==> src/include/spi_cmd_consts.svh <==
// ################################################
// widths, opcodes, CRC and queue constants for the
// SPI command front end, included by every RTL file
// ################################################

`ifndef SPI_CMD_CONSTS_SVH
`define SPI_CMD_CONSTS_SVH

// MOSI word layout
`define SPI_WORD_W       16
`define SPI_OPC_W        4
`define SPI_DATA_W       12

// register read bus
`define SPI_REG_ADDR_W   8

// word based CRC-16 CCITT
`define SPI_CRC_INIT     16'hFFFF
`define SPI_CRC_POLY     16'h1021

// command queue
`define SPI_QUEUE_DEPTH  8

// all ones, leaves ignore mode
`define SPI_RESET_WORD   16'hFFFF

// DSI_CRM carries the most argument words
`define SPI_CMD_MAX_ARGS 2

`endif

==> src/hw/spi_cmd_pkg.sv <==
// ################################################
// shared types of the SPI command front end: words,
// opcodes, queue operations and command packets
// ################################################

`default_nettype none

`include "spi_cmd_consts.svh"

package spi_cmd_pkg;

	typedef enum logic [`SPI_OPC_W-1:0] {
		IC_STATUS           = 4'd0,
		CRC_OUT             = 4'd1,
		REG_READ            = 4'd2,
		REG_WRITE           = 4'd3,
		SYNC                = 4'd4,
		DSI_CRM             = 4'd5,
		CLEAR_COMMAND_QUEUE = 4'd6,
		RESET               = 4'd15
	} spi_opcode_e;

	typedef struct packed {
		spi_opcode_e              opcode;
		logic [`SPI_DATA_W-1:0]   data;
	} spi_word_t;

	// decoder to queue, one cycle strobes
	typedef struct packed {
		logic      wr;
		spi_word_t wr_word;
		logic      commit;
		logic      discard;
	} queue_op_t;

	typedef logic [1:0] cmd_len_t; // words per command, 0 if not queueable

	typedef struct packed {
		spi_opcode_e                         opcode;
		logic [`SPI_DATA_W-1:0]              data;
		spi_word_t [`SPI_CMD_MAX_ARGS-1:0]   args; // args[0] follows the first word
	} cmd_packet_t;

	function automatic cmd_len_t spi_cmd_length(input spi_opcode_e opcode);
		case (opcode)
			SYNC:      return 2'd1;
			REG_WRITE: return 2'd2;
			DSI_CRM:   return 2'd3;
			default:   return 2'd0;
		endcase
	endfunction

endpackage

`default_nettype wire

==> src/hw/cmd_dispatcher.sv <==
// ################################################
// drains committed queue words one per cycle and
// rebuilds them into whole command packets
// ################################################

`timescale 1ns/1ps
`default_nettype none

`include "spi_cmd_consts.svh"

module cmd_dispatcher (
	input  logic                      clk_rst,
	input  logic                      i_rst_n,
	input  spi_cmd_pkg::spi_word_t    i_head,
	input  logic                      i_empty,
	output logic                      o_pop,
	output spi_cmd_pkg::cmd_packet_t  o_cmd,
	output logic                      o_cmd_valid
);

	localparam int ARG_IW = $clog2(`SPI_CMD_MAX_ARGS);

	spi_cmd_pkg::cmd_len_t remain, head_len; // remain is 0 between commands
	logic [ARG_IW-1:0]     arg_idx;

	assign o_pop    = !i_empty;
	assign head_len = spi_cmd_pkg::spi_cmd_length(i_head.opcode);

	always_ff @(posedge clk_rst or negedge i_rst_n) begin
		if (!i_rst_n) begin
			remain      <= '0;
			arg_idx     <= '0;
			o_cmd_valid <= 1'b0;
		end
		else begin
			o_cmd_valid <= 1'b0;
			if (o_pop) begin
				if (remain == '0) begin
					arg_idx <= '0;
					if (head_len > 2'd1)
						remain <= head_len - 2'd1;
					else
						o_cmd_valid <= 1'b1; // single word command
				end
				else begin
					remain  <= remain - 2'd1;
					arg_idx <= arg_idx + 1'b1;
					if (remain == 2'd1)
						o_cmd_valid <= 1'b1;
				end
			end
		end
	end

	always_ff @(posedge clk_rst) begin
		if (o_pop) begin
			if (remain == '0) begin
				o_cmd.opcode <= i_head.opcode;
				o_cmd.data   <= i_head.data;
				o_cmd.args   <= '0; // zero fill for short commands
			end
			else begin
				o_cmd.args[arg_idx] <= i_head;
			end
		end
	end

endmodule

`default_nettype wire

==> src/hw/cmd_queue.sv <==
// ################################################
// command FIFO with staged writes; words become
// visible to the reader only after a commit
// ################################################

`timescale 1ns/1ps
`default_nettype none

`include "spi_cmd_consts.svh"

module cmd_queue #(
	parameter int DEPTH = `SPI_QUEUE_DEPTH // power of two
) (
	input  logic                         clk_rst,
	input  logic                         i_rst_n,
	input  spi_cmd_pkg::queue_op_t       i_op,
	input  logic                         i_clear,
	input  logic                         i_pop,
	output spi_cmd_pkg::spi_word_t       o_head,
	output logic                         o_empty,
	output logic [$clog2(DEPTH+1)-1:0]   o_free
);

	localparam int AW = $clog2(DEPTH);
	localparam int FW = $clog2(DEPTH + 1);

	spi_cmd_pkg::spi_word_t mem [DEPTH];

	logic [AW:0] wr_ptr, cmt_ptr, rd_ptr; // one extra bit tells full from empty
	logic [AW:0] base, used;
	logic        wr_en;

	// discard rewinds first, so a write in the same cycle lands after the committed words
	assign base  = i_op.discard ? cmt_ptr : wr_ptr;
	assign used  = wr_ptr - rd_ptr;
	assign wr_en = i_op.wr && !i_clear && ((base - rd_ptr) != (AW+1)'(DEPTH));

	always_ff @(posedge clk_rst or negedge i_rst_n) begin
		if (!i_rst_n) begin
			wr_ptr  <= '0;
			cmt_ptr <= '0;
			rd_ptr  <= '0;
		end
		else if (i_clear) begin
			wr_ptr  <= '0;
			cmt_ptr <= '0;
			rd_ptr  <= '0;
		end
		else begin
			wr_ptr <= base + (AW+1)'(wr_en);
			if (i_op.commit)
				cmt_ptr <= wr_ptr; // a same cycle write stays staged
			if (i_pop && !o_empty)
				rd_ptr <= rd_ptr + 1'b1;
		end
	end

	always_ff @(posedge clk_rst) begin
		if (wr_en)
			mem[base[AW-1:0]] <= i_op.wr_word;
	end

	assign o_head  = mem[rd_ptr[AW-1:0]];
	assign o_empty = (cmt_ptr == rd_ptr); // committed words only
	assign o_free  = FW'(DEPTH) - FW'(used);

endmodule

`default_nettype wire

==> src/hw/spi_cmd_decoder.sv <==
// ################################################
// MOSI command FSM: stages queueable commands, checks
// the word after CRC_OUT, handles ignore mode and
// serves REG_READ over the register read bus
// ################################################

`timescale 1ns/1ps
`default_nettype none

`include "spi_cmd_consts.svh"

module spi_cmd_decoder (
	input  logic                                  clk_rst,
	input  logic                                  i_rst_n,
	input  logic                                  i_rx_valid,
	input  spi_cmd_pkg::spi_word_t                i_rx_word,
	input  logic [$clog2(`SPI_QUEUE_DEPTH+1)-1:0] i_queue_free,
	input  logic                                  i_reg_ready,
	input  logic [`SPI_WORD_W-1:0]                i_reg_rdata,
	input  logic                                  i_fifo_full,
	output spi_cmd_pkg::queue_op_t                o_queue_op,
	output logic                                  o_queue_clear,
	output logic                                  o_reg_rd,
	output logic [`SPI_REG_ADDR_W-1:0]            o_reg_addr,
	output logic [`SPI_WORD_W-1:0]                o_fifo_data,
	output logic                                  o_set_fifo_data,
	output logic                                  o_crc_error,
	output logic                                  o_set_command_ignored,
	output logic                                  o_command_incomplete,
	output logic                                  o_command_in_pending
);

	localparam int QW = $clog2(`SPI_QUEUE_DEPTH + 1);

	typedef enum logic [2:0] {
		idle, queue_words, wait_crc, read_register, read_next, ignore
	} state_t;

	state_t                    state, state_n;
	spi_cmd_pkg::cmd_len_t     word_cnt, word_cnt_n, len;
	logic [`SPI_REG_ADDR_W-1:0] addr_n;
	spi_cmd_pkg::queue_op_t    op_n;
	logic                      clear_n, set_fifo_n, crc_err_n, ignored_n, incomplete_n;
	logic                      have_data, have_data_n;
	logic                      held_q, held_n;
	spi_cmd_pkg::spi_word_t    held_word, held_word_n;
	spi_cmd_pkg::spi_word_t    word;
	logic                      word_sel, word_v, decode, is_reset_word;
	logic [QW-1:0]             free_eff;
	logic                      crc_check_q, crc_check_n, crc_restart, crc_ok;

	assign is_reset_word = i_rx_valid && (i_rx_word == `SPI_RESET_WORD);
	assign word_sel      = held_q && (state == read_next); // word caught during a read
	assign word          = word_sel ? held_word : i_rx_word;
	assign word_v        = i_rx_valid || word_sel;
	assign len           = spi_cmd_pkg::spi_cmd_length(word.opcode);
	assign free_eff      = i_queue_free - QW'(o_queue_op.wr); // write still in flight
	assign crc_restart   = crc_check_q || is_reset_word;

	spi_mosi_crc u_crc (
		.clk_rst     (clk_rst),
		.i_rst_n     (i_rst_n),
		.i_word_valid(i_rx_valid),
		.i_word      (i_rx_word),
		.i_restart   (crc_restart),
		.o_crc_ok    (crc_ok)
	);

	always_comb begin
		state_n      = state;
		word_cnt_n   = word_cnt;
		addr_n       = o_reg_addr;
		have_data_n  = have_data;
		held_n       = held_q;
		held_word_n  = held_word;
		clear_n      = 1'b0;
		set_fifo_n   = 1'b0;
		ignored_n    = 1'b0;
		incomplete_n = 1'b0;
		decode       = 1'b0;
		crc_check_n  = 1'b0;
		op_n         = '0;
		// residue is visible the cycle after the CRC word
		op_n.commit  = crc_check_q && crc_ok;
		op_n.discard = crc_check_q && !crc_ok;
		crc_err_n    = crc_check_q && !crc_ok;

		case (state)
			idle: decode = word_v;
			queue_words: begin
				if (word_v) begin
					op_n.wr      = 1'b1;
					op_n.wr_word = word;
					word_cnt_n   = word_cnt - 2'd1;
					if (word_cnt == 2'd1)
						state_n = idle;
				end
			end
			wait_crc: begin
				if (word_v) begin // this word is the CRC itself
					crc_check_n = 1'b1;
					state_n     = idle;
				end
			end
			read_register: begin
				if (i_reg_ready && o_reg_rd)
					have_data_n = 1'b1;
				if (have_data && !i_fifo_full) begin
					set_fifo_n  = 1'b1;
					have_data_n = 1'b0;
					state_n     = read_next;
				end
				if (i_rx_valid) begin
					held_n      = 1'b1;
					held_word_n = i_rx_word;
				end
			end
			read_next: begin
				if (word_v) begin
					held_n      = held_q && i_rx_valid;
					held_word_n = i_rx_word;
					if (word.opcode != spi_cmd_pkg::REG_READ) begin
						incomplete_n = 1'b1;
						decode       = 1'b1; // start the new command right away
					end
					else if (word.data == '0) begin
						state_n = idle;
					end
					else begin
						addr_n  = word.data[`SPI_REG_ADDR_W-1:0];
						state_n = read_register;
					end
				end
			end
			ignore: ignored_n = i_rx_valid && !is_reset_word;
			default: state_n = idle;
		endcase

		if (decode) begin
			state_n = idle;
			case (word.opcode)
				spi_cmd_pkg::IC_STATUS: ; // status goes out on MISO
				spi_cmd_pkg::CRC_OUT: state_n = wait_crc;
				spi_cmd_pkg::CLEAR_COMMAND_QUEUE: clear_n = 1'b1;
				spi_cmd_pkg::REG_READ: begin
					addr_n  = word.data[`SPI_REG_ADDR_W-1:0];
					state_n = read_register;
				end
				spi_cmd_pkg::SYNC, spi_cmd_pkg::REG_WRITE, spi_cmd_pkg::DSI_CRM: begin
					if (free_eff >= QW'(len)) begin
						op_n.wr      = 1'b1;
						op_n.wr_word = word;
						word_cnt_n   = len - 2'd1;
						state_n      = (len == 2'd1) ? idle : queue_words;
					end
					else begin
						ignored_n = 1'b1; // whole command would not fit
						state_n   = ignore;
					end
				end
				default: state_n = ignore;
			endcase
		end

		if (is_reset_word) begin
			state_n      = idle;
			word_cnt_n   = '0;
			have_data_n  = 1'b0;
			held_n       = 1'b0;
			ignored_n    = 1'b0;
			op_n.wr      = 1'b0;
			op_n.commit  = 1'b0;
			op_n.discard = 1'b1; // drop staged words
		end
	end

	always_ff @(posedge clk_rst or negedge i_rst_n) begin
		if (!i_rst_n) begin
			state                 <= idle;
			word_cnt              <= '0;
			o_reg_addr            <= '0;
			o_queue_op            <= '0;
			o_queue_clear         <= 1'b0;
			o_reg_rd              <= 1'b0;
			o_set_fifo_data       <= 1'b0;
			o_crc_error           <= 1'b0;
			o_set_command_ignored <= 1'b0;
			o_command_incomplete  <= 1'b0;
			o_command_in_pending  <= 1'b0;
			have_data             <= 1'b0;
			held_q                <= 1'b0;
			crc_check_q           <= 1'b0;
		end
		else begin
			state                 <= state_n;
			word_cnt              <= word_cnt_n;
			o_reg_addr            <= addr_n;
			o_queue_op            <= op_n;
			o_queue_clear         <= clear_n;
			o_reg_rd              <= (state_n == read_register) && !have_data_n;
			o_set_fifo_data       <= set_fifo_n;
			o_crc_error           <= crc_err_n;
			o_set_command_ignored <= ignored_n;
			o_command_incomplete  <= incomplete_n;
			o_command_in_pending  <= !((state_n == idle) || (state_n == ignore));
			have_data             <= have_data_n;
			held_q                <= held_n;
			crc_check_q           <= crc_check_n;
		end
	end

	always_ff @(posedge clk_rst) begin
		held_word <= held_word_n;
		if ((state == read_register) && o_reg_rd && i_reg_ready)
			o_fifo_data <= i_reg_rdata; // held here until the response FIFO has room
	end

endmodule

`default_nettype wire

==> src/hw/spi_cmd_top.sv <==
// ################################################
// command side of the SPI front end: decoder feeds
// the staged queue, dispatcher drains it
// ################################################

`timescale 1ns/1ps
`default_nettype none

`include "spi_cmd_consts.svh"

module spi_cmd_top (
	input  logic                      clk_rst,
	input  logic                      i_rst_n,
	input  logic                      i_rx_valid,
	input  spi_cmd_pkg::spi_word_t    i_rx_word,
	input  logic                      i_reg_ready,
	input  logic [`SPI_WORD_W-1:0]    i_reg_rdata,
	input  logic                      i_fifo_full,
	output logic                      o_reg_rd,
	output logic [`SPI_REG_ADDR_W-1:0] o_reg_addr,
	output logic [`SPI_WORD_W-1:0]    o_fifo_data,
	output logic                      o_set_fifo_data,
	output spi_cmd_pkg::cmd_packet_t  o_cmd,
	output logic                      o_cmd_valid,
	output logic                      o_crc_error,
	output logic                      o_set_command_ignored,
	output logic                      o_command_incomplete,
	output logic                      o_command_in_pending
);

	spi_cmd_pkg::queue_op_t                  q_op;
	spi_cmd_pkg::spi_word_t                  q_head;
	logic                                    q_clear, q_empty, q_pop;
	logic [$clog2(`SPI_QUEUE_DEPTH+1)-1:0]   q_free;

	spi_cmd_decoder u_decoder (
		.clk_rst              (clk_rst),
		.i_rst_n              (i_rst_n),
		.i_rx_valid           (i_rx_valid),
		.i_rx_word            (i_rx_word),
		.i_queue_free         (q_free),
		.i_reg_ready          (i_reg_ready),
		.i_reg_rdata          (i_reg_rdata),
		.i_fifo_full          (i_fifo_full),
		.o_queue_op           (q_op),
		.o_queue_clear        (q_clear),
		.o_reg_rd             (o_reg_rd),
		.o_reg_addr           (o_reg_addr),
		.o_fifo_data          (o_fifo_data),
		.o_set_fifo_data      (o_set_fifo_data),
		.o_crc_error          (o_crc_error),
		.o_set_command_ignored(o_set_command_ignored),
		.o_command_incomplete (o_command_incomplete),
		.o_command_in_pending (o_command_in_pending)
	);

	cmd_queue u_queue (
		.clk_rst(clk_rst),
		.i_rst_n(i_rst_n),
		.i_op   (q_op),
		.i_clear(q_clear),
		.i_pop  (q_pop),
		.o_head (q_head),
		.o_empty(q_empty),
		.o_free (q_free)
	);

	cmd_dispatcher u_dispatcher (
		.clk_rst    (clk_rst),
		.i_rst_n    (i_rst_n),
		.i_head     (q_head),
		.i_empty    (q_empty),
		.o_pop      (q_pop),
		.o_cmd      (o_cmd),
		.o_cmd_valid(o_cmd_valid)
	);

endmodule

`default_nettype wire

==> src/hw/spi_mosi_crc.sv <==
// ################################################
// running CRC-16 CCITT over whole MOSI words, MSB
// first; o_crc_ok flags a zero residue
// ################################################

`timescale 1ns/1ps
`default_nettype none

`include "spi_cmd_consts.svh"

module spi_mosi_crc (
	input  logic                  clk_rst,
	input  logic                  i_rst_n,
	input  logic                  i_word_valid,
	input  spi_cmd_pkg::spi_word_t i_word,
	input  logic                  i_restart,
	output logic                  o_crc_ok
);

	logic [`SPI_WORD_W-1:0] crc_q;

	function automatic logic [`SPI_WORD_W-1:0] crc_fold(
		input logic [`SPI_WORD_W-1:0] crc,
		input logic [`SPI_WORD_W-1:0] word
	);
		logic [`SPI_WORD_W-1:0] c;
		logic fb;
		c = crc;
		for (int i = `SPI_WORD_W - 1; i >= 0; i--) begin
			fb = c[`SPI_WORD_W-1] ^ word[i];
			c = {c[`SPI_WORD_W-2:0], 1'b0};
			if (fb)
				c = c ^ `SPI_CRC_POLY;
		end
		return c;
	endfunction

	always_ff @(posedge clk_rst or negedge i_rst_n) begin
		if (!i_rst_n)
			crc_q <= `SPI_CRC_INIT;
		else if (i_restart)
			crc_q <= `SPI_CRC_INIT; // wins over a word in the same cycle
		else if (i_word_valid)
			crc_q <= crc_fold(crc_q, i_word);
	end

	assign o_crc_ok = (crc_q == '0);

endmodule

`default_nettype wire

==> config.mk <==
export PLATFORM = sky130hd
export DESIGN_NAME = spi_cmd_top
export DESIGN_NICKNAME = d
export VERILOG_FILES = /design/src/hw/spi_cmd_pkg.sv /design/src/hw/cmd_dispatcher.sv /design/src/hw/cmd_queue.sv /design/src/hw/spi_cmd_decoder.sv /design/src/hw/spi_cmd_top.sv /design/src/hw/spi_mosi_crc.sv
export VERILOG_INCLUDE_DIRS = /design/src /design/src/include
export SDC_FILE = /design/constraint.sdc
export NUM_CORES = 1
export LEC_CHECK = 0
export BUFFER_PORTS_ARGS = -buffer_cell sky130_fd_sc_hd__buf_2
export CORE_ASPECT_RATIO = 0.9
export CORE_MARGIN = 5
export CORE_UTILIZATION = 45
export DETAILED_ROUTE_END_ITERATION = 12
export PLACE_DENSITY = 0.64
export SETUP_SLACK_MARGIN = 0.02
export SLEW_MARGIN = 5
export SYNTH_ARGS = -nofsm -noshare
export SYNTH_HDL_FRONTEND = slang
export SYNTH_SLANG_ARGS = --single-unit
==> constraint.sdc <==
create_clock -name clk_rst -period 3.7 [get_ports clk_rst]
set_clock_uncertainty 0.15 [all_clocks]
set_input_delay 0.37 -clock clk_rst [delete_from_list [all_inputs] [get_ports clk_rst]]
set_output_delay 0.37 -clock clk_rst [all_outputs]
set_load 0.005 [all_outputs]
# Word-level counts from Yosys, hierarchy flattened
# Memories as Yosys holds them, arrays and structs flattened.
# Index checks and enable logic that the tools add are counted.
[word_totals] mem_count=1 romBits=0 ram_bits=128 latchBits=0 ff_bits=154 out_inout_bits=79
[classes] order_cmp=4 addsub=11 muxes=127 n_reduce_logical=40 multipliers=0 shifts=0 div_mod_pow=0 eq_ne=29 bitwise_logic=33
[memory_table] name="u_queue.mem" depth=8 word_bits=16 rd=1 rd_ports_with_merged_regs=0 wr=1 line_no="cmd_queue.sv:27" rtl="spi_cmd_pkg::spi_word_t mem [DEPTH];"
[ops] operator="16-bit 2-to-1 mux" count=36
[ops] operator="13-bit 2-to-1 mux" count=16
[ops] operator="17-bit 2-to-1 mux" count=5
[ops] operator="8-bit 2-to-1 mux" count=6
[ops] operator="3-bit inverter" count=16
[ops] operator="32-bit bitwise mux" count=1
[ops] operator="16-bit case mux with 2 select lines" count=1
[ops] operator="1-bit 2-to-1 mux" count=30
[ops] operator="3-bit 2-to-1 mux" count=9
[ops] operator="4-bit 2-to-1 mux" count=6
[ops] operator="4-bit by 3-bit == test with 1-bit output (second input constant)" count=5
[ops] operator="2-bit 2-to-1 mux" count=10
[ops] operator="16-bit demux with 1-bit select" count=1
[ops] operator="16-bit == test (second input constant)" count=1
[ops] operator="16-bit logical NOT" count=1
[ops] operator="1-bit XOR" count=16
[ops] operator="3-bit case mux with 5 select lines" count=1
[ops] operator="1-bit logical AND" count=14
[ops] operator="4-bit by 2-bit == test with 1-bit output (second input constant)" count=3
[ops] operator="12-bit logical NOT" count=1
[ops] operator="2-bit case mux with 3 select lines" count=2
[ops] operator="3-bit case mux with 4 select lines" count=1
[ops] operator="3-bit by 2-bit == test with 1-bit output (second input constant)" count=3
[ops] operator="3-bit == test (second input constant)" count=3
[ops] operator="34 further kinds" count=56

# Logic depth before layout (Yosys ltp)
[depth] word_depth=64 ltp_mapped=14 ltp_nobuf=12

# Hierarchy
# A second synthesis with hierarchy kept.
[unflattened] cells_unflattened=851 area_unflattened_um2=12535.8
[modules_own_cells] mod="cmd_queue" cells_per_inst=331 instances=1 area_per_inst_um2=5846.9 seq_area_each_um2=4144.0
[modules_own_cells] mod="spi_cmd_decoder" cells_per_inst=262 instances=1 area_per_inst_um2=3210.6 seq_area_each_um2=2011.9
[modules_own_cells] mod="cmd_dispatcher" cells_per_inst=141 instances=1 area_per_inst_um2=2208.4 seq_area_each_um2=1541.5
[modules_own_cells] mod="spi_mosi_crc" cells_per_inst=117 instances=1 area_per_inst_um2=1270.0 seq_area_each_um2=420.4

# Least setup slack after synthesis
# Ideal clock, no wire load.
[synth_timing] path_type="register to register" from="reg u_queue.rd_ptr[1]" to="mem u_queue.mem[5][0] (netlist name), enable pin" setup_ps=388 arrival_ps=3343 slack_ps=-182 synth_period_minus_slack_ps=3882 path_buffers=3 path_stages_with_launch=12 cell_sequence="dfrtp_1 > buf_2 > buf_2 > buf_1 > inv_1 > ha_1 > nor2b_1 > o21a_1 > or3_1 > a311oi_1 > nand2_1 > nor2_1"
[synth_via] elab_chain_len=5
[synth_rtl] element="start, declared" line_no="cmd_queue.sv:29" rtl="logic [AW:0] wr_ptr, cmt_ptr, rd_ptr;"
[synth_rtl] element="start signal, assigned" line_no="cmd_queue.sv:54" rtl="rd_ptr <= rd_ptr + 1'b1;"
[synth_rtl] element="4-bit subtractor" line_no="cmd_queue.sv:36" rtl="assign wr_en = i_op.wr && !i_clear && ((base - rd_ptr) != (AW+1)'(DEPTH));"
[synth_rtl] element="4-bit != test" line_no="cmd_queue.sv:36"
[synth_rtl] element="1-bit logical AND" line_no="cmd_queue.sv:36"
[synth_rtl] element="1-bit 2-to-1 mux" line_no="cmd_queue.sv:59" rtl="if (wr_en)"
[synth_rtl] element="1-bit 2-to-1 mux (implied by the code)" line_no="cmd_queue.sv:60" rtl="mem[base[AW-1:0]] <= i_op.wr_word;"
[synth_rtl] element="end, declared" line_no="cmd_queue.sv:27"
# No other way between the ends.

# Worst setup path after layout
[layout_timing] from="reg u_decoder.o_queue_op[0] (netlist name)" to="mem u_queue.mem[6][6] (netlist name), enable pin"
[layout_via] elab_chain_len=6
[layout_rtl] element="start, declared" line_no="spi_cmd_decoder.sv:21" rtl="output spi_cmd_pkg::queue_op_t o_queue_op,"
[layout_rtl] element="start signal, assigned" line_no="spi_cmd_decoder.sv:198" rtl="o_queue_op <= op_n;"
[layout_rtl] element="4-bit 2-to-1 mux (*)" line_no="cmd_queue.sv:34" rtl="assign base = i_op.discard ? cmt_ptr : wr_ptr;"
[layout_rtl] element="4-bit subtractor" line_no="cmd_queue.sv:36"
[layout_rtl] element="4-bit != test" line_no="cmd_queue.sv:36"
[layout_rtl] element="1-bit logical AND" line_no="cmd_queue.sv:36"
[layout_rtl] element="1-bit 2-to-1 mux" line_no="cmd_queue.sv:59"
[layout_rtl] element="1-bit 2-to-1 mux (implied by the code)" line_no="cmd_queue.sv:60"
# Every way passes the cells marked *; elsewhere a longest branch is shown, timed or not.

==> qor.yml <==
routing:
  avgRoutedWirePerCell_um: 18.2
  drc: 0
  drt-vias-per-instance: 5.22
  routed_wl_mm: 24.8
  final_antenna_net_count: 0
  first_pass_iters: 5
  vias: 7139
  drt_iter0_drc: 386
grt:
  overflow: 0
  antenna_found_initial: 0
  grt_use_total: 0.160
  first_global_vias: 7252
  grt_max_degree: 55
  grt_pass1_wl_mm: 39.7
die:
  fp-row-count: 57
  io_pins: 116
  die_height_um: 166
  coreArea_um2: 26900
  die-area_um2: 30600
  initial_core_util: 0.455
  dieWidth_um: 184
synth:
  syn_avg_cell_area_um2: 14.6
  netlist_area_um2: 12200
  synth.area.top_cells: "edfxtp_1 51%, dfrtp_1 12%, mux4_2 5.9%"
  ys_warn_count: 0
  synth_edf_count: 208
  ys_async_sr_fraction: 0.262
  syn-num-nets: 891
  seq_area_frac_synth: 0.663
  yosysTopAreaCellShare: 0.510
  ys.flop_type: "edfxtp_1"
  synth_cell_types: 66
  ys_seq_elements: 282
  syn_inst: 840
  synth_top_area_cell: "edfxtp_1"
timing:
  relSlewSlack: 0.206
  whs_ns: 0.0436
  setup_viol: 0
  grt_setup_unrepaired: "false"
  finalMaxSlewViolations: 0
  layout_setup_ws_ns: 0.337
  worstMarginPinSlew_ns: 1.19
  fin_crit_ns: 3.36
  fmax_mhz: 297
  finalHoldViolCount: 0
  timing.final.crit_share: 0.909
clock_network:
  cts_sinks: 282
  clkTransAtPathRegs_ns: 0.06
  cts_inserted_buffers: 29
  cts_root_buffer: "clkbuf_16"
  worstSkewPairLatency_ns: 0.55
  htreeDepth: 1
  cts.path.max_buffers: 3
  ctsResizeCount: 0
  cts_tree: "done"
worst_hold_path:
  hp-class: "in -> reg"
cells_and_area:
  fin_nets: 1045
  antenna_cells: 0
  final_common_cell: "edfxtp_1"
  final_cell_mix: "208 x edfxtp_1, 114 x buf_2, 90 x nand2_1"
  stdcell_count: 1368
  drive_above_1_share: 0.251
  syn_to_final_growth_pct: 17.7
worst_setup_path:
  endpoint_kind: "flip-flop"
  worst-path-buf-inv: 2
  cp_data_required_time_ns: 3.79
  crit_path_top_delay_cell: "a311oi_1"
  crit_path_cell_trace: "nand2_1 > o21a_1 > inv_1 > ha_1 > nor2b_1 > o21a_1 > or3_1 > a311oi_1 > nand2_1 > nor2_1 > buf_4"
  max_stage_delay_ns: 0.49
  crit_family: "simple AND/OR/NAND/NOR gates"
  arrival_ns: 3.45
  worst_setup_path_start_kind: "flip-flop"
  critPathKind: "reg -> reg"
  path_max_fanout: 16
run:
  max-cap-violations: 0
placement:
  dp.final_hpwl_mm: 16.9
  io_buffers: 115
  post-place-ws_ns: 0.346
  globalplace.congestion: 0.833
  place_inst: 1288
pwr:
  p_total_mw: 10.4
  power_density_nw_per_um2: 725
  peakVddDrop_mv: 0.762
  leakage_nw: 5.63
status:
  run_status: "complete, no violations"
## state kept, by name (all words and copies together) (netlist names), 2 cells and up
signal	count
u_decoder.held_word	16
u_decoder.o_fifo_data	16
u_decoder.o_queue_op	19
u_decoder.o_reg_addr	8
u_decoder.state	3
u_decoder.u_crc.crc_q	16
u_decoder.word_cnt	2
u_dispatcher.o_cmd	48
u_dispatcher.remain	2
u_queue.cmt_ptr	4
u_queue.mem	128
u_queue.rd_ptr	4
u_queue.wr_ptr	4
## metrics by stage
step,area (µm²),setup TNS [ns],util
6_report,14400,0,0.536
5_1_grt,14400,0,0.536
4_1_cts,14400,0,0.536
3_5_place_dp,13200,0,0.491
3_3_place_gp,13200,0,0.491
2_1_floorplan,12200,-22.29,-
## area by class of cell
cell class                      count  area (µm²)
Tap cell                          354         443
Clock inverter                     20         173
Clock buffer                       31         733
Inverter                           29         109
Sequential cell                   282        8120
Fill cell                        2210       12500
Timing Repair Buffer              164        1020
Multi-Input combinational cell    488        3810
## path summary, 6_finish.rpt
check,slack [ns],cells past startpoint,start,endpoint
setup / recovery,0.34,11,u_decoder.o_queue_op[0],u_queue.mem[6][6]
hold / removal,0.04,3,i_rx_word[12],u_decoder.o_queue_op[14]
setup reg to reg,0.34,11,u_decoder.o_queue_op[0],u_queue.mem[6][6]
hold reg to reg,0.37,2,u_queue.wr_ptr[0],u_queue.cmt_ptr[0]
max in group asynchronous,2.29,3,i_rst_n,u_decoder.u_crc.crc_q[9]
min in group asynchronous,0.30,2,i_rst_n,u_decoder.o_reg_rd
## synth_stat cells (7+ instances only)
master and instances:
inv_1 27, nand3_1 7, o21ai_0 56, nor3_1 9
xor2_1 15, mux4_2 32, dfstp_2 16, nor2_1 60
mux2i_1 32, nor2b_1 9, xnor2_1 37, buf_2 11
a21oi_1 24, nand2_1 90, clkbuf_1 17, edfxtp_1 208
nor4_1 12, ha_1 12, dfrtp_1 58
## worst register-to-register path, cell delays in order, from the launching register on
cell      delay, ns
dfrtp_1        0.46
nand2_1        0.10
o21a_1         0.16
inv_1          0.10
ha_1           0.31
nor2b_1        0.13
o21a_1         0.17
or3_1          0.35
a311oi_1       0.49
nand2_1        0.22
nor2_1         0.16
buf_4          0.26
## kinds of logic after synthesis
logic type      share of synthesized area
compound gates                     0.0505
xor+xnor                           0.0590
fa+ha+maj                          0.0155
buf+inv                            0.0275
flops                               0.663
mux                                0.0905
simple gates                       0.0939
## metal layers
| metal | wire [µm] | vias to the layer above | GRT usage |
|---|---|---|---|
| met5 | 0 | - | 0 |
| met4 | 455 | 0 | 0.0360 |
| met3 | 1450 | 30 | 0.0308 |
| met2 | 11700 | 198 | 0.257 |
| met1 | 11300 | 3518 | 0.231 |
| li1 | - | 3393 | - |
## power by group
group / total, mW / switching (mW) / internal, mW
Clock: 2.76 / 1.18 / 1.57
Sequential: 4.49 / 0.400 / 4.09
Combinational: 3.20 / 1.65 / 1.56
Total: 10.4 / 3.23 / 7.22
## repair_timing
action / in CTS / in global routing
endpoints found under the hold margin: 73 / 0
setup buffers: 0 / 0
hold buffers: 29 / 0
Power figures use the tool's default switching activity.
